**src/hw/cpu_pkg.sv**
```systemverilog
package cpu_pkg;

    // Widths that carry a meaning across the core
    typedef logic [31:0] word_t;         // Data word or byte address
    typedef logic [4:0]  reg_addr_t;
    typedef logic [7:0]  rom_addr_t;     // Instruction word index on the ROM port
    typedef logic [5:0]  led_t;
    typedef logic [7:0]  duty_t;         // PWM duty and PWM counter

    // RV32I major opcodes of the supported subset
    localparam logic [6:0] OPC_OP     = 7'b0110011;   // ADD SUB AND OR XOR SLT
    localparam logic [6:0] OPC_OP_IMM = 7'b0010011;   // ADDI
    localparam logic [6:0] OPC_LOAD   = 7'b0000011;   // LW
    localparam logic [6:0] OPC_STORE  = 7'b0100011;   // SW
    localparam logic [6:0] OPC_BRANCH = 7'b1100011;   // BEQ BNE
    localparam logic [6:0] OPC_JAL    = 7'b1101111;

    // Peripheral space is every address with this bit set
    localparam int PERIPH_BIT = 31;

    // Byte offsets of the peripheral registers
    localparam logic [7:0] LED_OFFSET  = 8'h00;
    localparam logic [7:0] DUTY_OFFSET = 8'h04;
    localparam logic [7:0] BTN_OFFSET  = 8'h08;   // Read only

endpackage

```
**src/hw/register_bank.sv**
```systemverilog
module register_bank (
    input  logic               clock,
    input  logic               reset,
    input  logic               write_enable,
    input  cpu_pkg::reg_addr_t write_address,
    input  cpu_pkg::word_t     write_value,
    input  cpu_pkg::reg_addr_t read_address1,
    input  cpu_pkg::reg_addr_t read_address2,
    output cpu_pkg::word_t     value1,
    output cpu_pkg::word_t     value2
);
    cpu_pkg::word_t regs [1:31];     // x0 has no storage

    always_ff @(posedge clock) begin
        if (reset) begin
            for (int i = 1; i < 32; i++) begin
                regs[i] <= '0;
            end
        end else if (write_enable && write_address != '0) begin
            regs[write_address] <= write_value;
        end
    end

    // Asynchronous reads, x0 reads as zero
    assign value1 = (read_address1 == '0) ? '0 : regs[read_address1];
    assign value2 = (read_address2 == '0) ? '0 : regs[read_address2];
endmodule

```
**config.mk**
```make
export PLATFORM = sky130hd
export DESIGN_NAME = register_bank
export DESIGN_NICKNAME = d
export VERILOG_FILES = /design/src/hw/cpu_pkg.sv /design/src/hw/register_bank.sv
export SDC_FILE = /design/constraint.sdc
export NUM_CORES = 2
export LEC_CHECK = 0
export BUFFER_PORTS_ARGS = -buffer_cell sky130_fd_sc_hd__buf_2
export CAP_MARGIN = 40
export CORE_MARGIN = 3
export CORE_UTILIZATION = 65
export CTS_CLUSTER_DIAMETER = 40
export DETAILED_ROUTE_END_ITERATION = 10
export PLACE_DENSITY = 0.82
export SYNTH_ARGS = -nofsm -noshare
export SYNTH_HDL_FRONTEND = slang
export SYNTH_SLANG_ARGS = --single-unit
```
**constraint.sdc**
```tcl
create_clock -name clock -period 3.7 [get_ports clock]
set_clock_uncertainty 0.2 [all_clocks]
set_input_delay 0.555 -clock clock [delete_from_list [all_inputs] [get_ports clock]]
set_output_delay 0.555 -clock clock [all_outputs]
set_load 0.05 [all_outputs]
```
==> tab_implementation.tex <==
\begin{tabular}{lr}
\hline
Metric & Value \\
\hline
\multicolumn{2}{l}{\textbf{Critical path}} \\
\quad Category of the worst setup path capture point & output port \\
\quad WP data arrival & 2.96 ns \\
\quad Startpoint types & flop \\
\quad Max Fanout on Critical Path & 2 \\
\quad Worst setup path class & reg2out \\
\quad Required time of the critical path & 2.94 ns \\
\multicolumn{2}{l}{\textbf{Layout}} \\
\quad Reg with most FFs & regs \\
\quad Area Growth Syn to Fin & 17.4\% \\
\quad Most common cell after layout, fill and taps aside & sky130\_fd\_sc\_hd\_\_edfxtp\_1 \\
\quad Number of flip-flops in the largest register & 1,024 \\
\quad Share of layout cells above drive strength 1 & 29.1\% \\
\quad Cell Count, Final, Fillers Out & 5,170 \\
\quad Post-layout utilization of the core & 77.6\% \\
\quad Largest registers & regs: 1024 flops \\
\quad Layout Nets & 4,021 \\
\quad Commonest cells after routing, fill and taps aside & 1,024 x sky130\_fd\_sc\_hd\_\_edfxtp\_1, 993 x sky130\_fd\_sc\_hd\_\_and2\_1, 356 x sky130\_fd\_sc\_hd\_\_mux4\_2 \\
\multicolumn{2}{l}{\textbf{Pwr}} \\
\quad Pwr Density & 495 mW/mm\^{}2 \\
\quad Final Power & 31,700 uW \\
\quad Relative contribution of sequential cells to total power & 43.6\% \\
\quad Static Leak & 0.0233 uW \\
\quad Worst VDD drop & 472 uV \\
\quad Internal Power & 23,300 uW \\
\quad Switching portion of total power & 26.4\% \\
\quad Net switching power & 8390 uW \\
\quad Clock network fraction of design power & 42.8\% \\
\quad Combinational share of power & 13.6\% \\
\multicolumn{2}{l}{\textbf{Synth}} \\
\quad Number of instances in the synthesized netlist & 3,765 \\
\quad Number of synthesized flops with an enable pin & 1,024 \\
\quad Mapped Area & 0.0546 sq mm \\
\quad Distinct cell type count after synthesis & 44 \\
\quad Register bit total from synthesis & 1,024 \\
\quad Proportion of synthesized chip area in sequential cells & 56.3\% \\
\quad Synth Area per Inst & 14.5 sq um \\
\quad Share of async-settable or async-resettable flops after synthesis & 0\% \\
\quad Most frequently used flop master after synthesis & sky130\_fd\_sc\_hd\_\_edfxtp\_1 \\
\quad Warning count from the yosys run & 0 \\
\multicolumn{2}{l}{\textbf{GRT}} \\
\quad Global-route wire length before repair & 273,000 microns \\
\quad GRT Max-Usage Layer & met2 \\
\quad Total routing resource utilization after global routing & 44.5\% \\
\quad Met1 track utilization from global routing & 53.4\% \\
\quad Met2 layer usage reported by global route & 67.0\% \\
\quad Overall overflow remaining after global route & 0 \\
\quad Vias in the first global route & 39,598 \\
\quad Number of antenna violations at the first check in global routing & 13 \\
\quad Met3 track demand over resource in global routing & 15.3\% \\
\quad Largest net degree at the start of global routing & 61 \\
\multicolumn{2}{l}{\textbf{Floorplanning}} \\
\quad Placeable core region & 0.0826 sq mm \\
\quad Initial core utilization & 66.1\% \\
\quad Die extent in y & 296 microns \\
\quad Boundary pin count & 114 \\
\quad Die Footprint & 0.0876 sq mm \\
\quad Row cnt & 105 \\
\quad Width of the die & 296 microns \\
\multicolumn{2}{l}{\textbf{Outcome}} \\
\quad Failing checks & setup timing \\
\quad Status & complete, but fails checks \\
\multicolumn{2}{l}{\textbf{Routing}} \\
\quad ANT nets after route & 0 \\
\quad Mean number of vias per cell & 7.59 \\
\quad Drt initial violations & 6,166 \\
\quad Routed wire length & 193,000 microns \\
\quad Number of remaining DRC errors & 0 \\
\quad Number of vias after detailed routing & 39,215 \\
\quad Average routed wire per standard cell & 37.3 microns \\
\quad Pre-Repair DR Iteration Count & 9 \\
\multicolumn{2}{l}{\textbf{Clock tree}} \\
\quad Hold buffers post-CTS & 0 \\
\quad Clock Path Buffers & 3 \\
\quad Clock sink total & 1,024 \\
\quad CTS HTree Levels & 4 \\
\quad CTS buffer count & 143 \\
\quad Clock tree from TritonCTS & done \\
\quad Clk Tree Root Cell & sky130\_fd\_sc\_hd\_\_clkbuf\_16 \\
\quad Clk slew on worst S/H paths & 0.05 ns \\
\multicolumn{2}{l}{\textbf{Timing}} \\
\quad Final setup fails & 1 \\
\quad Fmax & 269 MHz \\
\quad Final worst slack & -0.0199 ns \\
\quad RSZ-0062 raised after global routing & yes \\
\quad Actual slew at the worst max-slew pin & 0.940 ns \\
\quad Max-Slew Margin vs Limit & 37.3\% \\
\quad Hold Violations, Final & 0 \\
\quad Fin crit share & 101\% \\
\quad Number of slew-limit violations in the final report & 0 \\
\quad Fin Setup TNS & -0.0199 ns \\
\quad Time the final worst path needs with I/O delays and setup & 3.72 ns \\
\multicolumn{2}{l}{\textbf{Job}} \\
\quad Total of max-cap violations & 0 \\
\multicolumn{2}{l}{\textbf{Placed design}} \\
\quad Post-detail-place hpwl & 117,000 microns \\
\quad Number of placed instances with taps included & 4,889 \\
\quad PortBufs & 113 \\
\quad Routability congestion estimate & 0.955 \\
\multicolumn{2}{l}{\textbf{Worst hold path}} \\
\quad Kind of path behind the tightest hold check & in2reg \\
\hline
\end{tabular}
[metrics by stage]
| step | instance area, sq um | hold slack [ns] | worst slack (ns) |
|---|---|---|---|
| 3_3_place_gp | 59000 | 0.851 | -0.282 |
| 6_report | 64100 | 0.106 | -0.0199 |
| 3_5_place_dp | 59100 | 0.870 | -0.148 |
| 2_1_floorplan | 55000 | 0.454 | -0.273 |
| 4_1_cts | 63900 | 0.0926 | 0.00633 |
| 5_1_grt | 64100 | 0.122 | -0.0518 |
[final cells by class]
| class | count | area (sq um) |
|---|---|---|
| Fill cell | 4613 | 18500 |
| Tap cell | 1070 | 1340 |
| Clock inverter | 97 | 962 |
| Multi-Input combinational cell | 2364 | 22800 |
| Antenna cell | 11 | 27.5 |
| Inverter | 1 | 3.75 |
| Sequential cell | 1024 | 30700 |
| Clock buffer | 166 | 3750 |
| Timing Repair Buffer | 437 | 4480 |
[worst paths after layout]
kind,startpoint,end,slack (ns),cells past startpoint
worst max-delay path,regs[10][4]$_SDFFCE_PN0P_,value2[4],-0.02,6
worst min-delay path,write_value[30],regs[0][30]$_DFFE_PP_,0.11,1
[critical path: stages, from the launching register on]
cell and delay, ns:
sky130_fd_sc_hd__edfxtp_1 0.41, sky130_fd_sc_hd__mux4_2 0.50, sky130_fd_sc_hd__a22o_1 0.30, sky130_fd_sc_hd__a2111oi_2 0.42
sky130_fd_sc_hd__buf_4 0.27, sky130_fd_sc_hd__nor3_1 0.08, sky130_fd_sc_hd__buf_2 0.23
[cell usage after synthesis, drive strengths merged (4+ instances only)]
| cell type | number | area, sq um |
|---|---|---|
| mux2 | 34 | 383 |
| a2111oi | 55 | 522 |
| nor4 | 33 | 206 |
| edfxtp | 1024 | 30700 |
| mux2i | 322 | 3220 |
| nand3 | 4 | 20.0 |
| nor2 | 37 | 139 |
| buf | 104 | 682 |
| nor3 | 26 | 130 |
| a21oi | 56 | 280 |
| nand2 | 6 | 22.5 |
| a211oi | 47 | 353 |
| o21ai | 36 | 180 |
| a22oi | 104 | 781 |
| or2 | 32 | 200 |
| and2 | 995 | 6220 |
| nor2b | 56 | 350 |
| nand3b | 5 | 37.5 |
| clkbuf | 303 | 1140 |
| o22ai | 51 | 319 |
| a22o | 51 | 447 |
| mux4 | 356 | 8020 |
| a221oi | 4 | 35.0 |
[logic make-up (layout without fill, tap and decap cells)]
logic type,after synthesis,after routing,share of synthesized area (%)
flops,1024,1024,56.3
other cells,1,43,0.00686
mux,712,712,21.3
buf+inv,408,701,3.34
compound gates,407,407,5.39
simple gates,1213,1213,13.7
[routing by layer]
layer  share of wire [%]  wire [microns]
met4                 8.9           17100
met3                  15           29500
met1                  31           59400
met2                  45           86800
met5               0.094             181
[timing repair]
| action | in CTS | in global routing |
|---|---|---|
| pin swaps | 0 | 0 |
| setup endpoints to repair | 12 | 24 |
| setup buffers | 0 | 4 |
| gates resized for setup | 15 | 24 |
[power by group through the flow]
stage                     combinational (uW)  sequential [uW]  clock (uW)
after global routing                    4380            13800       14100
after global placement                  4010            13900           0
after CTS                               4150            13800       13500
final                                   4320            13800       13600
after floorplan                         2430            13800           0
after detailed placement                4100            14000           0
Power figures use the tool's default switching activity.
