==> src/hw/cpu_pkg.sv <==
package cpu_pkg;

    // Widths that carry a meaning across the core
    typedef logic [31:0] word_t;         // Data word or byte address
    typedef logic [4:0]  reg_addr_t;
    typedef logic [7:0]  rom_addr_t;     // Instruction word index on the ROM port
    typedef logic [5:0]  led_t;
    typedef logic [7:0]  duty_t;         // PWM duty and PWM counter

    // RV32I major opcodes of the supported subset
    localparam logic [6:0] OPC_OP     = 7'b0110011;   // ADD SUB AND OR XOR SLT
    localparam logic [6:0] OPC_OP_IMM = 7'b0010011;   // ADDI
    localparam logic [6:0] OPC_LOAD   = 7'b0000011;   // LW
    localparam logic [6:0] OPC_STORE  = 7'b0100011;   // SW
    localparam logic [6:0] OPC_BRANCH = 7'b1100011;   // BEQ BNE
    localparam logic [6:0] OPC_JAL    = 7'b1101111;

    // Peripheral space is every address with this bit set
    localparam int PERIPH_BIT = 31;

    // Byte offsets of the peripheral registers
    localparam logic [7:0] LED_OFFSET  = 8'h00;
    localparam logic [7:0] DUTY_OFFSET = 8'h04;
    localparam logic [7:0] BTN_OFFSET  = 8'h08;   // Read only

endpackage

==> src/hw/ex_mem_if.sv <==
interface ex_mem_if;
    // Execute/memory pipeline register
    logic               valid;
    cpu_pkg::word_t     result;       // ALU result, memory address or link address
    cpu_pkg::word_t     store_data;
    cpu_pkg::reg_addr_t rd;
    logic               reg_write;
    logic               mem_read;
    logic               mem_write;

    // Write-back, also the forwarding source for execute
    logic               wb_en;
    cpu_pkg::reg_addr_t wb_rd;
    cpu_pkg::word_t     wb_data;
    logic               stall;        // APB setup cycle

    modport execute (
        output valid, result, store_data, rd, reg_write, mem_read, mem_write,
        input  wb_en, wb_rd, wb_data, stall
    );

    modport memory (
        input  valid, result, store_data, rd, reg_write, mem_read, mem_write,
        output wb_en, wb_rd, wb_data, stall
    );
endinterface

==> src/hw/decode_execute.sv <==
module decode_execute (
    input  logic               clock,
    input  logic               reset,
    input  logic               enable,
    input  cpu_pkg::word_t     instr,
    input  cpu_pkg::word_t     pc,
    input  logic               instr_valid,
    input  cpu_pkg::word_t     value1,
    input  cpu_pkg::word_t     value2,
    output cpu_pkg::reg_addr_t read_address1,
    output cpu_pkg::reg_addr_t read_address2,
    output logic               redirect,
    output cpu_pkg::word_t     target,
    ex_mem_if.execute          em
);
    localparam logic [2:0] F3_ADD  = 3'b000;
    localparam logic [2:0] F3_SLT  = 3'b010;
    localparam logic [2:0] F3_XOR  = 3'b100;
    localparam logic [2:0] F3_OR   = 3'b110;
    localparam logic [2:0] F3_AND  = 3'b111;
    localparam logic [2:0] F3_WORD = 3'b010;    // LW and SW
    localparam logic [2:0] F3_BEQ  = 3'b000;
    localparam logic [2:0] F3_BNE  = 3'b001;

    logic [6:0]         opcode;
    logic [2:0]         funct3;
    logic [6:0]         funct7;
    cpu_pkg::reg_addr_t rd;
    cpu_pkg::word_t     imm_i, imm_s, imm_b, imm_j;
    cpu_pkg::word_t     op_a, op_b, alu_b, sum, result;
    logic               reg_write, mem_read, mem_write, take;

    assign opcode        = instr[6:0];
    assign rd            = instr[11:7];
    assign funct3        = instr[14:12];
    assign read_address1 = instr[19:15];
    assign read_address2 = instr[24:20];
    assign funct7        = instr[31:25];

    assign imm_i = {{20{instr[31]}}, instr[31:20]};
    assign imm_s = {{20{instr[31]}}, instr[31:25], instr[11:7]};
    assign imm_b = {{19{instr[31]}}, instr[31], instr[7], instr[30:25], instr[11:8], 1'b0};
    assign imm_j = {{11{instr[31]}}, instr[31], instr[19:12], instr[20], instr[30:21], 1'b0};

    // The instruction in memory/writeback is the only one not yet in the bank
    assign op_a = (em.wb_en && em.wb_rd == read_address1) ? em.wb_data : value1;
    assign op_b = (em.wb_en && em.wb_rd == read_address2) ? em.wb_data : value2;

    assign alu_b = (opcode == cpu_pkg::OPC_OP)    ? op_b :
                   (opcode == cpu_pkg::OPC_STORE) ? imm_s : imm_i;
    assign sum   = op_a + alu_b;

    always_comb begin
        result    = sum;
        reg_write = 1'b0;
        mem_read  = 1'b0;
        mem_write = 1'b0;
        take      = 1'b0;
        case (opcode)
            cpu_pkg::OPC_OP: begin
                // Only funct7 0, or 0x20 for SUB
                if (funct7 == 7'h00 || (funct7 == 7'h20 && funct3 == F3_ADD)) begin
                    reg_write = 1'b1;
                    case (funct3)
                        F3_ADD:  result = funct7[5] ? op_a - op_b : sum;
                        F3_SLT:  result = {31'b0, $signed(op_a) < $signed(op_b)};
                        F3_XOR:  result = op_a ^ op_b;
                        F3_OR:   result = op_a | op_b;
                        F3_AND:  result = op_a & op_b;
                        default: reg_write = 1'b0;
                    endcase
                end
            end
            cpu_pkg::OPC_OP_IMM: reg_write = (funct3 == F3_ADD);
            cpu_pkg::OPC_LOAD: begin
                reg_write = (funct3 == F3_WORD);
                mem_read  = (funct3 == F3_WORD);
            end
            cpu_pkg::OPC_STORE: mem_write = (funct3 == F3_WORD);
            cpu_pkg::OPC_BRANCH: begin
                case (funct3)
                    F3_BEQ:  take = (op_a == op_b);
                    F3_BNE:  take = (op_a != op_b);
                    default: take = 1'b0;
                endcase
            end
            cpu_pkg::OPC_JAL: begin
                reg_write = 1'b1;
                take      = 1'b1;
                result    = pc + 32'd4;      // Link address
            end
            default: ;                       // Anything else runs as a no-op
        endcase
    end

    assign target   = pc + ((opcode == cpu_pkg::OPC_JAL) ? imm_j : imm_b);
    assign redirect = instr_valid & take;

    // Execute/memory register, control part
    always_ff @(posedge clock) begin
        if (reset) begin
            em.valid     <= 1'b0;
            em.reg_write <= 1'b0;
            em.mem_read  <= 1'b0;
            em.mem_write <= 1'b0;
        end else if (enable && !em.stall) begin
            em.valid     <= instr_valid;
            em.reg_write <= instr_valid && reg_write && rd != '0;   // x0 never written
            em.mem_read  <= instr_valid && mem_read;
            em.mem_write <= instr_valid && mem_write;
        end
    end

    always_ff @(posedge clock) begin
        if (enable && !em.stall) begin
            em.result     <= result;
            em.store_data <= op_b;
            em.rd         <= rd;
        end
    end
endmodule

==> src/flat_wrapper.sv <==
// flat-port wrapper written by rule: the top's interface ports become plain ports
module decode_execute_flat 
  (clock, reset, enable, instr, pc, instr_valid, value1, value2, read_address1, read_address2, redirect, target, em_valid, em_result, em_store_data, em_rd, em_reg_write, em_mem_read, em_mem_write, em_wb_en, em_wb_rd, em_wb_data, em_stall);
  ex_mem_if em_i ();
  input  logic clock;
  input  logic reset;
  input  logic enable;
  input  cpu_pkg::word_t instr;
  input  cpu_pkg::word_t pc;
  input  logic instr_valid;
  input  cpu_pkg::word_t value1;
  input  cpu_pkg::word_t value2;
  output cpu_pkg::reg_addr_t read_address1;
  output cpu_pkg::reg_addr_t read_address2;
  output logic redirect;
  output cpu_pkg::word_t target;
  output wire logic [$bits(em_i.valid)-1:0] em_valid;
  output wire logic [$bits(em_i.result)-1:0] em_result;
  output wire logic [$bits(em_i.store_data)-1:0] em_store_data;
  output wire logic [$bits(em_i.rd)-1:0] em_rd;
  output wire logic [$bits(em_i.reg_write)-1:0] em_reg_write;
  output wire logic [$bits(em_i.mem_read)-1:0] em_mem_read;
  output wire logic [$bits(em_i.mem_write)-1:0] em_mem_write;
  input wire logic [$bits(em_i.wb_en)-1:0] em_wb_en;
  input wire logic [$bits(em_i.wb_rd)-1:0] em_wb_rd;
  input wire logic [$bits(em_i.wb_data)-1:0] em_wb_data;
  input wire logic [$bits(em_i.stall)-1:0] em_stall;
  assign em_valid = em_i.valid;
  assign em_result = em_i.result;
  assign em_store_data = em_i.store_data;
  assign em_rd = em_i.rd;
  assign em_reg_write = em_i.reg_write;
  assign em_mem_read = em_i.mem_read;
  assign em_mem_write = em_i.mem_write;
  assign em_i.wb_en = em_wb_en;
  assign em_i.wb_rd = em_wb_rd;
  assign em_i.wb_data = em_wb_data;
  assign em_i.stall = em_stall;
  decode_execute u_core (.clock(clock), .reset(reset), .enable(enable), .instr(instr), .pc(pc), .instr_valid(instr_valid), .value1(value1), .value2(value2), .read_address1(read_address1), .read_address2(read_address2), .redirect(redirect), .target(target), .em(em_i));
endmodule
==> config.mk <==
export PLATFORM = sky130hd
export DESIGN_NAME = decode_execute_flat
export DESIGN_NICKNAME = d
export VERILOG_FILES = /design/src/hw/cpu_pkg.sv /design/src/hw/ex_mem_if.sv /design/src/hw/decode_execute.sv /design/src/flat_wrapper.sv
export SDC_FILE = /design/constraint.sdc
export NUM_CORES = 1
export LEC_CHECK = 0
export BUFFER_PORTS_ARGS = -buffer_cell sky130_fd_sc_hd__buf_4
export CAP_MARGIN = 15
export CELL_PAD_IN_SITES_DETAIL_PLACEMENT = 0
export CELL_PAD_IN_SITES_GLOBAL_PLACEMENT = 1
export CORE_ASPECT_RATIO = 1.1
export CORE_MARGIN = 2
export CORE_UTILIZATION = 41
export DETAILED_ROUTE_END_ITERATION = 12
export GPL_TIMING_DRIVEN = 0
export PLACE_DENSITY_LB_ADDON = 0.2
export SETUP_SLACK_MARGIN = 0.02
export SLEW_MARGIN = 20
export SYNTH_ARGS = -nofsm -noshare
export SYNTH_HDL_FRONTEND = slang
export SYNTH_SLANG_ARGS = --single-unit
export TNS_END_PERCENT = 5
==> constraint.sdc <==
create_clock -name clock -period 7.9 [get_ports clock]
set_input_delay 1.185 -clock clock [delete_from_list [all_inputs] [get_ports clock]]
set_output_delay 1.185 -clock clock [all_outputs]
set_load 0.03 [all_outputs]
==> impl_metrics.csv <==
group,metric,value,unit
outcome,outcome,"finished clean",
pwr,power_per_unit_of_standard_cell_area,142.2,mW/mm^2
place,gp_congestion,0.9644,
finish,most_used_cells_in_the_layout_excluding_fill_and_tap_cells,"296 x sky130_fd_sc_hd__buf_4, 152 x sky130_fd_sc_hd__ha_1, 140 x sky130_fd_sc_hd__a21oi_1, 119 x sky130_fd_sc_hd__nor2_1, 116 x sky130_fd_sc_hd__nand2_1",
finish,antenna-diode-count,0,
yosys,async_reset_ff_share,0,%
drt,detail-route-antenna-nets,0,
place,placed_cells_incl_taps,2150,
clocking,cts_max_path_buffers,2,
worst_setup_path,crit_path_start_kind,"input port",
sta,unrepaired_setup_endpoints_after_global_routing,"true",
worst_setup_path,cp_max_fo,10,
pwr,vdd_ir_drop_max,81.43,uV
yosys,gate_count_post_synth,1495,
sta,whs,0.4520,ns
floorplanning,core.rowCount,65,
clocking,clockRootBuffer,"sky130_fd_sc_hd__clkbuf_16",
pwr,power.static_leakage,6.695,nW
place,placement.io_buffers,285,
sta,timing.clock.skew,0,ns
clocking,post_cts_buffers,0,
clocking,ctsResizeCount,8,
flow_run,timing.max_cap.violations,0,
grt,groute.usage.overall,31.74,%
clocking,tritoncts.num_buffers,9,
sta,final-setup-viol-count,0,
sta,report.final.hold_viol_count,0,
worst_setup_path,worst_ep_required_time,6.71,ns
place,post_detailed_placement_half_perimeter_wirelength,40320,um
drt,via_per_inst,5.850,
yosys,synth_nets,1821,
grt,grt_pass1_wl,73790,um
clocking,cts_tree,"done",
floorplanning,die_height,182.1,um
finish,fin_nets,2119,
clocking,cts.sinks,73,
drt,dr_wl_met2,23130,um
sta,report.final.slew_viol_count,0,
drt,route.final.wire_length,49580,um
grt,grt_max_degree,38,
finish,mostFrequentLayoutCell,"sky130_fd_sc_hd__buf_4",
clocking,number_of_levels_the_h_tree_was_split_into,3,
clocking,clkLatencyLatePin,0.36,ns
yosys,ys_ff_latch,73,
yosys,synth_largest_type_area_fraction,17.53,%
drt,routedLengthMet1,21590,um
drt,detailedRoute.firstIterationViolations,1099,
drt,met3_length,3434,um
yosys,number_of_flops_mapped_to_enable_cells_by_yosys,69,
floorplanning,pin_count,287,
yosys,mappedNetlistArea,0.01182,mm^2
drt,wl_per_cell,22.89,um
floorplanning,floorplan.initialDensity,41.40,%
clocking,cts_hold_repair.buffers,0,
yosys,yosys_most_used_dff,"sky130_fd_sc_hd__edfxtp_1",
sta,max_freq,129.2,MHz
sta,timing.slew.headroom,18.65,%
finish,fill_cells,2865,
drt,drt_first_pass_iters,7,
finish,layout.cells.non_filler,2166,
sta,layout_min_cycle_time,7.742,ns
floorplanning,die_area,0.03020,mm^2
finish,synthToLayoutAreaGrowth,25.31,%
grt,grt_antenna_before_repair,0,
sta,worstMarginPinSlew,1.211,ns
hold_path,min_path_type,"flop to flop",
worst_setup_path,setup.worst_path.end_class,"output port",
yosys,yosysWarnings,0,
drt,top_layer,"met4",
grt,grt-ovfl-total,0,
yosys,synth.yosys.seq_area_share,18.21,%
worst_setup_path,cp.arrival,6.56,ns
yosys,postSynthAreaPerCell,7.905,um^2
yosys,ys_types,76,
drt,detailroute.via_count,12670,
sta,finalCritPeriodShare,98.01,%
drt,detail_route.drc_violations,0,
worst_setup_path,criticalPathCategory,"input port to output port",
yosys,synth_top_area_cell,"sky130_fd_sc_hd__edfxtp_1",
floorplanning,chipWidth,165.9,um
finish,share_of_final_layout_standard_cells_stronger_than_drive_strength_1,20.86,%
yosys,synth_top_cells_by_area,"sky130_fd_sc_hd__edfxtp_1 18%, sky130_fd_sc_hd__ha_1 16%, sky130_fd_sc_hd__a21oi_1 5.9%",
clocking,clkSlewWorstSetupHoldPaths,0.06,ns
floorplanning,core_area,0.02855,mm^2
grt,grt_pass1_vias,12250,
-- sequential cells by signal, indices dropped and copies added (netlist names) --
name,cells
u_core.em.valid,1
u_core.em.store_data,32
u_core.em.mem_write,1
u_core.em.reg_write,1
u_core.em.mem_read,1
u_core.em.result,32
u_core.em.rd,5
-- area by class of cell --
type,instances,area [um^2],area share [%]
clock buffers,10,229.0,1.546
clock inverters,6,106.4,0.7181
inverters,102,385.4,2.602
repair buffers,287,2165,14.62
multi-input cells,1245,8971,60.58
plain buffers,75,340.3,2.298
flip-flops and latches,73,2152,14.53
well taps,368,460.4,3.109
-- power breakdown --
group          switching [mW]  internal (mW)  total, mW
clock                   0.192          0.307      0.500
combinational           0.686          0.440       1.13
sequential            0.00921          0.470      0.480
total                   0.888           1.22       2.11
-- worst max-delay path, cell delays in order --
cell                       delay, ns
sky130_fd_sc_hd__buf_4          0.15
sky130_fd_sc_hd__xnor2_1        0.15
sky130_fd_sc_hd__and2_1         0.23
sky130_fd_sc_hd__nand2_1        0.26
sky130_fd_sc_hd__clkbuf_2       0.44
sky130_fd_sc_hd__clkbuf_2       0.54
sky130_fd_sc_hd__mux2_2         0.44
sky130_fd_sc_hd__ha_1           0.28
sky130_fd_sc_hd__clkbuf_1       0.38
sky130_fd_sc_hd__nand4_1        0.17
sky130_fd_sc_hd__nor2_1         0.25
sky130_fd_sc_hd__nand3_1        0.18
sky130_fd_sc_hd__nor4_1         0.45
sky130_fd_sc_hd__o21ai_0        0.16
sky130_fd_sc_hd__nor3b_1        0.39
sky130_fd_sc_hd__nand3_1        0.17
sky130_fd_sc_hd__xnor2_1        0.25
sky130_fd_sc_hd__a21oi_1        0.14
sky130_fd_sc_hd__nor2b_1        0.14
sky130_fd_sc_hd__buf_4          0.17
-- per-stage QoR --
stage          utilization (%)  cell area (um^2)  power [mW]  setup TNS, ns  worst slack, ns
3_3_place_gp             50.51             14420       1.593        -0.8611          -0.7213
2_1_floorplan                -             11820       1.207              0            1.542
4_1_cts                  51.87             14810       2.098              0          0.05638
3_5_place_dp             50.62             14450       1.597        -0.6715          -0.6480
5_1_grt                  51.88             14810       2.210              0          0.01868
6_report                 51.88             14810       2.106              0           0.1575
-- cell families after synthesis --
| group | synth area share [%] |
|---|---|
| AOI/OAI and AO/OA | 26.68 |
| and+or+nand+nor | 16.02 |
| buffers and inverters | 5.982 |
| adders and majority gates | 16.60 |
| xor gates and xnor gates | 8.819 |
| muxes | 7.687 |
| DFF | 18.21 |
-- worst paths after layout --
path,start,slack (ns),endpoint,cells past startpoint
max,instr[19],0.16,redirect,20
min,u_core.em.mem_read,0.45,u_core.em.mem_read,2
max reg2reg,u_core.em.mem_write,7.30,u_core.em.mem_write,2
min reg2reg,u_core.em.mem_read,0.45,u_core.em.mem_read,2
-- cells in the mapped netlist (all sizes together) (27+ instances only) --
| cell type | n |
|---|---|
| nand3 | 32 |
| ha | 152 |
| inv | 102 |
| o22ai | 32 |
| nand2 | 116 |
| a21o | 65 |
| xor2 | 40 |
| a21oi | 141 |
| nand4 | 27 |
| o21ai | 102 |
| clkbuf | 54 |
| mux2 | 30 |
| edfxtp | 69 |
| mux2i | 57 |
| nor2 | 120 |
| xnor2 | 79 |
-- layer usage --
metal	vias to the layer above	global-route usage, %
met5	-	0
met1	6066	41.78
met3	71	4.945
li1	6039	-
met2	495	53.46
met4	0	10.05
(Power assumes the default switching activity.)
