### src/hw/cpu_pkg.sv
package cpu_pkg;

    // Widths that carry a meaning across the core
    typedef logic [31:0] word_t;         // Data word or byte address
    typedef logic [4:0]  reg_addr_t;
    typedef logic [7:0]  rom_addr_t;     // Instruction word index on the ROM port
    typedef logic [5:0]  led_t;
    typedef logic [7:0]  duty_t;         // PWM duty and PWM counter

    // RV32I major opcodes of the supported subset
    localparam logic [6:0] OPC_OP     = 7'b0110011;   // ADD SUB AND OR XOR SLT
    localparam logic [6:0] OPC_OP_IMM = 7'b0010011;   // ADDI
    localparam logic [6:0] OPC_LOAD   = 7'b0000011;   // LW
    localparam logic [6:0] OPC_STORE  = 7'b0100011;   // SW
    localparam logic [6:0] OPC_BRANCH = 7'b1100011;   // BEQ BNE
    localparam logic [6:0] OPC_JAL    = 7'b1101111;

    // Peripheral space is every address with this bit set
    localparam int PERIPH_BIT = 31;

    // Byte offsets of the peripheral registers
    localparam logic [7:0] LED_OFFSET  = 8'h00;
    localparam logic [7:0] DUTY_OFFSET = 8'h04;
    localparam logic [7:0] BTN_OFFSET  = 8'h08;   // Read only

endpackage

### src/hw/apb_if.sv
interface apb_if;
    logic           psel;
    logic           penable;
    logic           pwrite;
    cpu_pkg::word_t paddr;
    cpu_pkg::word_t pwdata;
    cpu_pkg::word_t prdata;
    logic           pready;

    modport master (
        output psel, penable, pwrite, paddr, pwdata,
        input  prdata, pready
    );

    modport slave (
        input  psel, penable, pwrite, paddr, pwdata,
        output prdata, pready
    );
endinterface

### src/hw/peripheral_manager.sv
module peripheral_manager (
    input  logic          clock,
    input  logic          reset,
    input  logic          btn1,
    input  logic          btn2,
    output cpu_pkg::led_t led,
    output logic          port_pwm1,
    apb_if.slave          apb
);
    cpu_pkg::led_t  led_q;
    cpu_pkg::duty_t duty_q;
    cpu_pkg::duty_t pwm_count;
    logic [1:0]     btn_meta, btn_sync;    // {btn2, btn1}
    logic [7:0]     offset;
    logic           write_strobe;

    assign offset       = apb.paddr[7:0];
    assign write_strobe = apb.psel & apb.penable & apb.pwrite;
    assign apb.pready   = 1'b1;              // Zero wait states

    always_ff @(posedge clock) begin
        if (reset) begin
            led_q  <= '0;
            duty_q <= '0;
        end else if (write_strobe) begin
            if (offset == cpu_pkg::LED_OFFSET) led_q <= apb.pwdata[5:0];
            if (offset == cpu_pkg::DUTY_OFFSET) duty_q <= apb.pwdata[7:0];
        end
    end

    // Buttons are asynchronous
    always_ff @(posedge clock) begin
        if (reset) begin
            btn_meta <= '0;
            btn_sync <= '0;
        end else begin
            btn_meta <= {btn2, btn1};
            btn_sync <= btn_meta;
        end
    end

    always_comb begin
        case (offset)
            cpu_pkg::LED_OFFSET:  apb.prdata = cpu_pkg::word_t'(led_q);
            cpu_pkg::DUTY_OFFSET: apb.prdata = cpu_pkg::word_t'(duty_q);
            cpu_pkg::BTN_OFFSET:  apb.prdata = cpu_pkg::word_t'(btn_sync);
            default:              apb.prdata = '0;
        endcase
    end

    // Free-running PWM, high for duty counts out of 256
    always_ff @(posedge clock) begin
        if (reset) begin
            pwm_count <= '0;
            port_pwm1 <= 1'b0;
        end else begin
            pwm_count <= pwm_count + 8'd1;
            port_pwm1 <= (pwm_count < duty_q);
        end
    end

    assign led = ~led_q;     // LEDs are active low
endmodule

### src/flat_wrapper.sv
// flat-port wrapper written by rule: the top's interface ports become plain ports
module peripheral_manager_flat 
  (clock, reset, btn1, btn2, led, port_pwm1, apb_psel, apb_penable, apb_pwrite, apb_paddr, apb_pwdata, apb_prdata, apb_pready);
  apb_if apb_i ();
  input  logic clock;
  input  logic reset;
  input  logic btn1;
  input  logic btn2;
  output cpu_pkg::led_t led;
  output logic port_pwm1;
  input wire logic [$bits(apb_i.psel)-1:0] apb_psel;
  input wire logic [$bits(apb_i.penable)-1:0] apb_penable;
  input wire logic [$bits(apb_i.pwrite)-1:0] apb_pwrite;
  input wire logic [$bits(apb_i.paddr)-1:0] apb_paddr;
  input wire logic [$bits(apb_i.pwdata)-1:0] apb_pwdata;
  output wire logic [$bits(apb_i.prdata)-1:0] apb_prdata;
  output wire logic [$bits(apb_i.pready)-1:0] apb_pready;
  assign apb_i.psel = apb_psel;
  assign apb_i.penable = apb_penable;
  assign apb_i.pwrite = apb_pwrite;
  assign apb_i.paddr = apb_paddr;
  assign apb_i.pwdata = apb_pwdata;
  assign apb_prdata = apb_i.prdata;
  assign apb_pready = apb_i.pready;
  peripheral_manager u_core (.clock(clock), .reset(reset), .btn1(btn1), .btn2(btn2), .led(led), .port_pwm1(port_pwm1), .apb(apb_i));
endmodule
### config.mk
export PLATFORM = sky130hd
export DESIGN_NAME = peripheral_manager_flat
export DESIGN_NICKNAME = d
export VERILOG_FILES = /design/src/hw/cpu_pkg.sv /design/src/hw/apb_if.sv /design/src/hw/peripheral_manager.sv /design/src/flat_wrapper.sv
export SDC_FILE = /design/constraint.sdc
export NUM_CORES = 1
export LEC_CHECK = 0
export BUFFER_PORTS_ARGS = -buffer_cell sky130_fd_sc_hd__buf_4
export CAP_MARGIN = 20
export CORE_ASPECT_RATIO = 2
export CORE_UTILIZATION = 37
export DETAILED_ROUTE_END_ITERATION = 7
export GPL_ROUTABILITY_DRIVEN = 0
export PLACE_DENSITY = 0.84
export SLEW_MARGIN = 0
export SYNTH_ARGS = -nofsm -noshare
export SYNTH_HDL_FRONTEND = slang
export SYNTH_SLANG_ARGS = --single-unit
### constraint.sdc
create_clock -name clock -period 1.5 [get_ports clock]
set_input_delay 0.075 -clock clock [delete_from_list [all_inputs] [get_ports clock]]
set_output_delay 0.075 -clock clock [all_outputs]
set_load 0.01 [all_outputs]
==> flow_summary.yaml, run 1 <==
detailed_routing:
  ant_nets: 0
  wire_per_inst_um: 11.7
  vias: 1241
  route.detailed.drc: 0
  drt_iter0_drc: 12
  drt_first_pass_iters: 4
  vias_per_cell: 4.56
  drt-total-wl_mm: 3.17
floorplan:
  ioPinCount: 111
  die_w_um: 48.6
  rows: 33
  start_util_pct: 38.9
  die_h_um: 95.2
  die_area_um2: 4620
  core_um2: 4130
grt:
  grt_antenna_before_repair: 0
  use_met2_pct: 30.5
  grt_max_degree: 36
  busiest_layer: "met2"
  grt_use_met3_pct: 2.07
  track_usage_pct: 14.0
  grt_overflow: 0
  use_met1_pct: 11.5
  grt_pass1_vias: 1224
  grt_pass1_wl_mm: 4.96
critical_path:
  crit_type: "reg -> reg"
  rrSetupSlack_ps: 80
  setup.worst_path.end_class: "register"
  startpoint: "u_core.duty_q[3]"
  r2r_start: "u_core.duty_q[3]"
  required_ps: 1670
  start_kind: "register"
  crit_arrival_ps: 1580
  path_max_fanout: 2
power:
  p_leak_nw: 0.839
  vdd_ir_drop_max_mv: 0.439
  power_w: 0.00132
  power_density_nw_per_um2: 671
synth:
  ys_top_cells_by_count: "27 x dfxtp_1, 25 x buf_4, 22 x nand2b_1"
  synth_ff_type: "dfxtp_1"
  synth.area.mux_share_pct: 12.5
  synth_edf_count: 0
  synth_area_leaders: "dfxtp_1 34%, mux2i_1 12%, buf_4 12%"
  synth_warnings: 0
  async_flop_share_pct: 0
  ys_types: 34
  synth_top_family_by_area: "simple AND/OR/NAND/NOR gates"
  synth_simple_gate_area_share_pct: 22.9
  synth_seq_cells: 27
  synth_adder_area_share_pct: 6.24
  synth.most_common_cell: "dfxtp_1"
  synth_area_um2: 1610
  syn_inst: 178
  syn_avg_cell_area_um2: 9.02
  synth_xor_area_share_pct: 1.64
  synth_top_area_share_pct: 33.7
  synth-compound-area-share_pct: 5.46
  yosysSeqAreaShare_pct: 33.7
  yosys.area.top_type: "dfxtp_1"
placed_design:
  dpl.hpwl_mm: 2.53
  post-place-ws_ps: -76.4
  dp_cells: 269
  io_buffers: 37
clock_tree:
  insertion_delay_ps: 270
  cts_buffers: 3
  root_buffer: "clkbuf_8"
  cts.path.max_buffers: 2
  htree_levels: 1
  cts_sinks: 27
  cts_tree: "done"
  hold_buffers: 0
  path_clk_slew_ps: 100
timing:
  finClkSkew_ps: 9.22
  rsz0062_at_grt: "no"
  post-route-period-util_pct: 94.4
  slew_violations: 0
  setup_ws_ps: 83.6
  final-setup-viol-count: 0
  final.setup.tns_ps: 0
  hold_viol: 0
  min_period_ps: 1420
  fmax_mhz: 706
layout:
  drive_above_1_share_pct: 27.3
  synthToLayoutAreaGrowth_pct: 22.7
  antennaDiodeCount: 0
  layout.nets: 300
  finalNonFillerCells: 272
min_path:
  hold_start: "btn2"
  hold_path.class: "in -> reg"
run:
  drv_cap: 0
status:
  status: "finished clean"
through the flow:
stage	utilization, %	cell area, um2	hold slack, ps
3_3_place_gp	45.9	1900	290
6_report	47.7	1970	16.3
2_1_floorplan	-	1690	203
3_5_place_dp	45.9	1900	292
5_1_grt	47.7	1970	40.1
4_1_cts	47.2	1950	8.61
registers in the layout, indices dropped and copies added (netlist names):
name	count
u_core.pwm_count	8
u_core.port_pwm1	1
u_core.btn_meta	2
u_core.btn_sync	2
u_core.led_q	6
u_core.duty_q	8
area by class of cell:
cell class | instances | area (um2)
Fill cell | 376 | 2160
Tap cell | 52 | 65.1
Sequential cell | 27 | 542
Clock buffer | 3 | 41.3
Timing Repair Buffer | 46 | 358
Inverter | 13 | 48.8
Clock inverter | 1 | 7.51
Multi-Input combinational cell | 130 | 907
where the power goes:
| part | switching, W | leakage, nW | internal, W |
|---|---|---|---|
| Sequential | 0.00000851 | 0.220 | 0.000731 |
| Combinational | 0.0000846 | 0.598 | 0.0000857 |
| Clock | 0.000223 | 0.0217 | 0.000188 |
| Total | 0.000316 | 0.839 | 0.00100 |
path summary, 6_finish.rpt:
kind,to,cells after the start
max,u_core.port_pwm1,5
min,u_core.btn_meta[1],2
min reg2reg,u_core.btn_sync[1],1
max reg2reg,u_core.port_pwm1,5
layer usage:
metal / vias to the layer above / routed length (um)
li1: 621 / -
met1: 568 / 1080
met2: 48 / 1890
met3: 4 / 146
met4: 0 / 54
met5: - / 0
cells by family after synthesis:
family                     count (synthesis)
and+or+nand+nor                           60
buffers and inverters                     44
DFF                                       27
muxes                                     20
AOI/OAI and AO/OA                         14
adders and majority gates                  8
xor gates and xnor gates                   3
other                                      2
repair_timing:
action	in CTS	in global routing
resized for setup	2	6
buffers inserted	0	0
setup endpoints to repair	5	7
pin swaps	1	1
critical path, cell delays in order (launching register included):
cell       delay [ps]
dfxtp_2           340
inv_1             100
ha_4              220
a211oi_2          200
o21ai_1           120
a2111oi_2         350
cells in the final DEF (no fill, tap or decap), types with 2 or more instances in the layout:
cell type  netlist  layout
a21oi_1          4       4
and2_1           2       2
buf_4           25      45
clkbuf_8         0       3
conb_1           2      25
dfxtp_1         27      26
ha_1             8       7
inv_1           13      13
mux2i_1         20      20
nand2_1          3       3
nand2b_1        22      22
nand3_1          4       4
nand3b_1         2       2
nor2_1           8       6
nor2_2           0       2
nor2b_1          6       6
nor3_1           3       3
o21ai_0          4       4
or3_1            3       3
or4_4            2       2
xor2_1           2       2
No activity file was read; power rests on OpenSTA's default activity.
==> inputs of run 2 (changes only) <==
==> constraint.sdc (replaced) <==
create_clock -name clock -period 1.25 [get_ports clock]
set_input_delay 0.0625 -clock clock [delete_from_list [all_inputs] [get_ports clock]]
set_output_delay 0.0625 -clock clock [all_outputs]
set_load 0.01 [all_outputs]
==> run 2 against run 1 <==
The flow now finishes with violations (negative setup slack). Setup slack got worse by 220 ps. Die area unchanged. Flip-flop and latch count unchanged. Clock power increased by 21%. Routed wire length increased by 14%. First-iteration DRC count increased by 25%. Critical path depth increased by 1. Total power increased by 24%. Largest cell class unchanged.
==> flow_summary.yaml, run 2 (synthesized netlist as in run 1, its figures left out) <==
timing:
  fmax_mhz: 723
  hold_viol: 0
  holdWs_ps: 11.4
  final-setup-viol-count: 23
  slew_violations: 0
  final.setup.tns_ps: -1540
  finClkSkew_ps: 8.65
  min_period_ps: 1380
  setup_ws_ps: -134
  rsz0062_at_grt: "yes"
  post-route-period-util_pct: 111
detailed_routing:
  highest_layer: "met4"
  drt_iter0_drc: 15
  drt-met1-wl_mm: 1.32
  drt-total-wl_mm: 3.62
  vias_per_cell: 4.52
  drt_first_pass_iters: 4
  dr_wl_met2_mm: 2.06
  vias: 1321
  met3_length_um: 151
  route.detailed.drc: 0
  wire_per_inst_um: 12.4
  ant_nets: 0
placed_design:
  place_area_um2: 1990
  io_buffers: 37
  dp_cells: 283
  dpl.hpwl_mm: 2.60
critical_path:
  critPathBufInv: 3
  required_ps: 1190
  start_kind: "primary input"
  crit_top_cell: "buf_6"
  crit_arrival_ps: 1320
  critPathTopFamily: "simple AND/OR/NAND/NOR gates"
  path_max_fanout: 5
  setup.worst_path.end_class: "output pin"
  path_cells: "buf_6, or4_4, buf_6, or2_4, nor2_2, buf_4"
  cp_slowest_cell: "or4_4"
  crit_type: "in -> out"
  slowest_delay_ps: 540
  rrSetupSlack_ps: -80
layout:
  final_common_cell: "buf_4"
  reg_top3: "u_core.duty_q: 8 flops, u_core.pwm_count: 8 flops, u_core.led_q: 6 flops"
  finalNonFillerCells: 292
  antennaDiodeCount: 0
  layout.nets: 320
  synthToLayoutAreaGrowth_pct: 40.8
  fillers: 350
  drive_above_1_share_pct: 45.0
  mostFrequentLayoutCells: "56 x buf_4, 25 x conb_1, 22 x nand2b_1"
  fin_util_pct: 54.8
  stdcell_area_um2: 2260
clock_tree:
  root_buffer: "clkbuf_8"
  cts_tree: "done"
  cts_sinks: 27
  insertion_delay_ps: 280
  cts_buffers: 3
  path_clk_slew_ps: 90
  htree_levels: 1
  cts.path.max_buffers: 2
grt:
  grt_pass1_wl_mm: 5.65
  grt_antenna_before_repair: 0
  track_usage_pct: 15.7
  grt_overflow: 0
  grt_pass1_vias: 1234
  grt_max_degree: 36
power:
  p_leak_nw: 0.975
  power_density_nw_per_um2: 725
  vdd_ir_drop_max_mv: 0.392
floorplan:
  die_area_um2: 4620
  die_w_um: 48.6
  rows: 33
  start_util_pct: 38.9
  die_h_um: 95.2
  core_um2: 4130
  ioPinCount: 111
status:
  status: "finished, violations left"
  violations: "negative setup slack"
min_path:
  hold_path.class: "in -> reg"
run:
  drv_cap: 0
[run 2: where the power goes]
part	switching [W]	leakage [nW]	internal (W)
logic	0.000119	0.729	0.000131
registers	0.0000155	0.224	0.000877
clock network	0.000272	0.0217	0.000226
total	0.000406	0.975	0.00123
[run 2: area by class of cell]
cell class | count | area [um2] | share of cell area [%]
Clock buffer | 3 | 41.3 | 1.83
Timing Repair Buffer | 66 | 532 | 23.5
Tap cell | 52 | 65.1 | 2.88
Sequential cell | 27 | 556 | 24.6
Clock inverter | 1 | 7.51 | 0.332
Multi-Input combinational cell | 130 | 1010 | 44.7
Inverter | 13 | 48.8 | 2.16
[run 2: layer usage]
metal  track usage (%)  vias to the layer above
met3             0.957                        7
met5                 0                        -
li1                  -                      662
met2              30.8                       54
met4              7.60                        0
met1              16.6                      598
[run 2: worst paths after layout]
check / endpoint / depth (start not counted) / from
worst max register to register: u_core.port_pwm1 / 4 / u_core.duty_q[4]
worst min register to register: u_core.btn_sync[1] / 1 / u_core.btn_meta[1]
worst max-delay path: apb_prdata[2] / 6 / apb_paddr[6]
worst min-delay path: u_core.btn_meta[0] / 2 / btn1
[run 2: per-stage QoR]
stage / worst slack, ps / power (W)
2_1_floorplan: -303 / 0.00108
3_3_place_gp: -282 / 0.00111
3_5_place_dp: -302 / 0.00112
4_1_cts: -127 / 0.00164
5_1_grt: -173 / 0.00174
6_report: -134 / 0.00164
[run 2: what timing repair did]
| item | CTS | global route |
|---|---|---|
| pin swaps | 11 | 7 |
| hold buffers | 1 | 0 |
| endpoints found under the setup margin | 13 | 14 |
| endpoints found under the hold margin | 1 | 0 |
| setup buffers | 0 | 4 |
| resized for setup | 30 | 19 |
[run 2: worst register-to-register path, delay by kind of cell (launching register included)]
family / cells / cell delay [ps]
AOI/OAI and AO/OA: 2 / 600
adders and majority gates: 1 / 250
buffers and inverters: 1 / 50
DFF: 1 / 320
==> inputs of run 3 (changes only) <==
--- a/config.mk
+++ b/config.mk
@@ -11,6 +11,7 @@
 export CORE_UTILIZATION = 37
 export DETAILED_ROUTE_END_ITERATION = 7
 export GPL_ROUTABILITY_DRIVEN = 0
+export HOLD_SLACK_MARGIN = 0.05
 export PLACE_DENSITY = 0.84
 export SLEW_MARGIN = 0
 export SYNTH_ARGS = -nofsm -noshare
==> run 3 against run 2 <==
The run still ends with negative setup slack left. Final cell count is 0.68% higher. Critical path depth did not move. Non-clock buffer count grew 2. Setup slack got worse by 1.1 ps. Global-route usage did not move. Worst hold slack gained 46 ps. Total power increased by 0.21%. Critical endpoint unchanged. Largest cell class unchanged. Highest routed layer unchanged.
==> flow_summary.yaml, run 3 (synthesized netlist as in run 1, its figures left out) <==
clock_tree:
  root_buffer: "clkbuf_8"
  path_clk_slew_ps: 90
  insertion_delay_ps: 270
  cts_sinks: 27
  cts_buffers: 3
  cts.path.max_buffers: 2
  htree_levels: 1
  cts_tree: "done"
grt:
  track_usage_pct: 15.7
  grt_pass1_wl_mm: 5.65
  grt_overflow: 0
  grt_antenna_before_repair: 0
  grt_pass1_vias: 1233
  grt_max_degree: 36
detailed_routing:
  drt_first_pass_iters: 4
  drt-total-wl_mm: 3.61
  drt_iter0_drc: 11
  vias_per_cell: 4.57
  route.detailed.drc: 0
  vias: 1344
  ant_nets: 0
  wire_per_inst_um: 12.3
critical_path:
  setup.worst_path.end_class: "output pin"
  start_kind: "primary input"
  cp_slowest_cell: "or4_4"
  path_cells: "buf_6, or4_4, buf_6, or2_4, nor2_2, buf_4"
  rrSetupSlack_ps: -80
  slowest_delay_ps: 540
  required_ps: 1190
  reg2regPathDepth: 4
  r2r_end: "u_core.port_pwm1"
  crit_arrival_ps: 1320
  critPathTopFamily: "simple AND/OR/NAND/NOR gates"
  critPathBufInv: 3
  crit_type: "in -> out"
  r2r_start: "u_core.duty_q[4]"
  path_max_fanout: 5
  crit_top_cell: "buf_6"
layout:
  multiInputGateArea_um2: 1010
  antennaDiodeCount: 0
  drive_above_1_share_pct: 44.6
  fillers: 348
  seqCellArea_um2: 556
  final_common_cell: "buf_4"
  mostFrequentLayoutCells: "57 x buf_4, 25 x conb_1, 22 x nand2b_1"
  reg_top3: "u_core.duty_q: 8 flops, u_core.pwm_count: 8 flops, u_core.led_q: 6 flops"
  synthToLayoutAreaGrowth_pct: 41.9
  finalNonFillerCells: 294
  stdcell_area_um2: 2280
  layout.nets: 322
timing:
  setup_ws_ps: -135
  slew_violations: 0
  rsz0062_at_grt: "yes"
  post-route-period-util_pct: 111
  min_period_ps: 1380
  finClkSkew_ps: 7.93
  hold_viol: 0
  holdWs_ps: 57.5
  fmax_mhz: 722
  final-setup-viol-count: 23
floorplan:
  start_util_pct: 38.9
  die_area_um2: 4620
  core_um2: 4130
  die_h_um: 95.2
  rows: 33
  die_w_um: 48.6
  ioPinCount: 111
power:
  power_density_nw_per_um2: 721
  vdd_ir_drop_max_mv: 0.391
  p_leak_nw: 0.982
  power_w: 0.00164
status:
  status: "finished, violations left"
  violations: "negative setup slack"
run:
  drv_cap: 0
placed_design:
  io_buffers: 37
  dpl.hpwl_mm: 2.60
  dp_cells: 283
  place_area_um2: 1990
min_path:
  hold_path.class: "in -> reg"
  hold_path_depth: 3
  hold_start: "apb_pwdata[7]"
  hold_end: "u_core.duty_q[7]"
## run 3: how the worst max path moves through the flow
stage / end / cells after the start / start / slack (ps)
floorplan: u_core.led_q[0] / 5 / apb_paddr[5] / -300
global placement: u_core.led_q[5] / 4 / apb_paddr[5] / -280
detailed placement: u_core.led_q[1] / 4 / apb_paddr[5] / -300
CTS: apb_prdata[5] / 6 / apb_paddr[6] / -130
global route: apb_prdata[2] / 6 / apb_paddr[6] / -170
finish: apb_prdata[2] / 6 / apb_paddr[6] / -130
## run 3: layout make-up
class                           instances  area share, %
Multi-Input combinational cell        130           44.4
Sequential cell                        27           24.4
Timing Repair Buffer                   68           24.1
Tap cell                               52           2.86
Inverter                               13           2.14
Clock buffer                            3           1.81
Clock inverter                          1          0.330
## run 3: worst reg2reg max path, stage by stage (launching register included)
cell	delay, ps
dfxtp_1	320
inv_1	50
ha_2	250
o2111a_1	230
a2111oi_1	370
## run 3: through the flow
step                utilization, %  setup slack (ps)  TNS [ps]
floorplan                        -              -303     -3020
global placement              48.3              -282     -4970
detailed placement            48.3              -302     -5280
CTS                           52.5              -127     -1010
global route                  55.2              -173     -2190
finish                        55.2              -135     -1560
## run 3: repair_timing
item                                   in CTS  in global routing
endpoints found under the hold margin       2                  1
hold buffers                                2                  1
resized for setup                          30                 18
setup endpoints to repair                  13                 14
buffers inserted                            0                  4
pin swaps                                  11                  7
## run 3: per-layer routing
metal,global-route usage [%],routed length [um]
met3,0.957,149
met2,30.8,2070
met4,7.60,78
met5,0,0
met1,16.6,1310
## run 3: power breakdown
| group | total [W] | switching (W) | internal, W |
|---|---|---|---|
| clock | 0.000497 | 0.000270 | 0.000226 |
| combinational | 0.000254 | 0.000120 | 0.000135 |
| sequential | 0.000892 | 0.0000153 | 0.000877 |
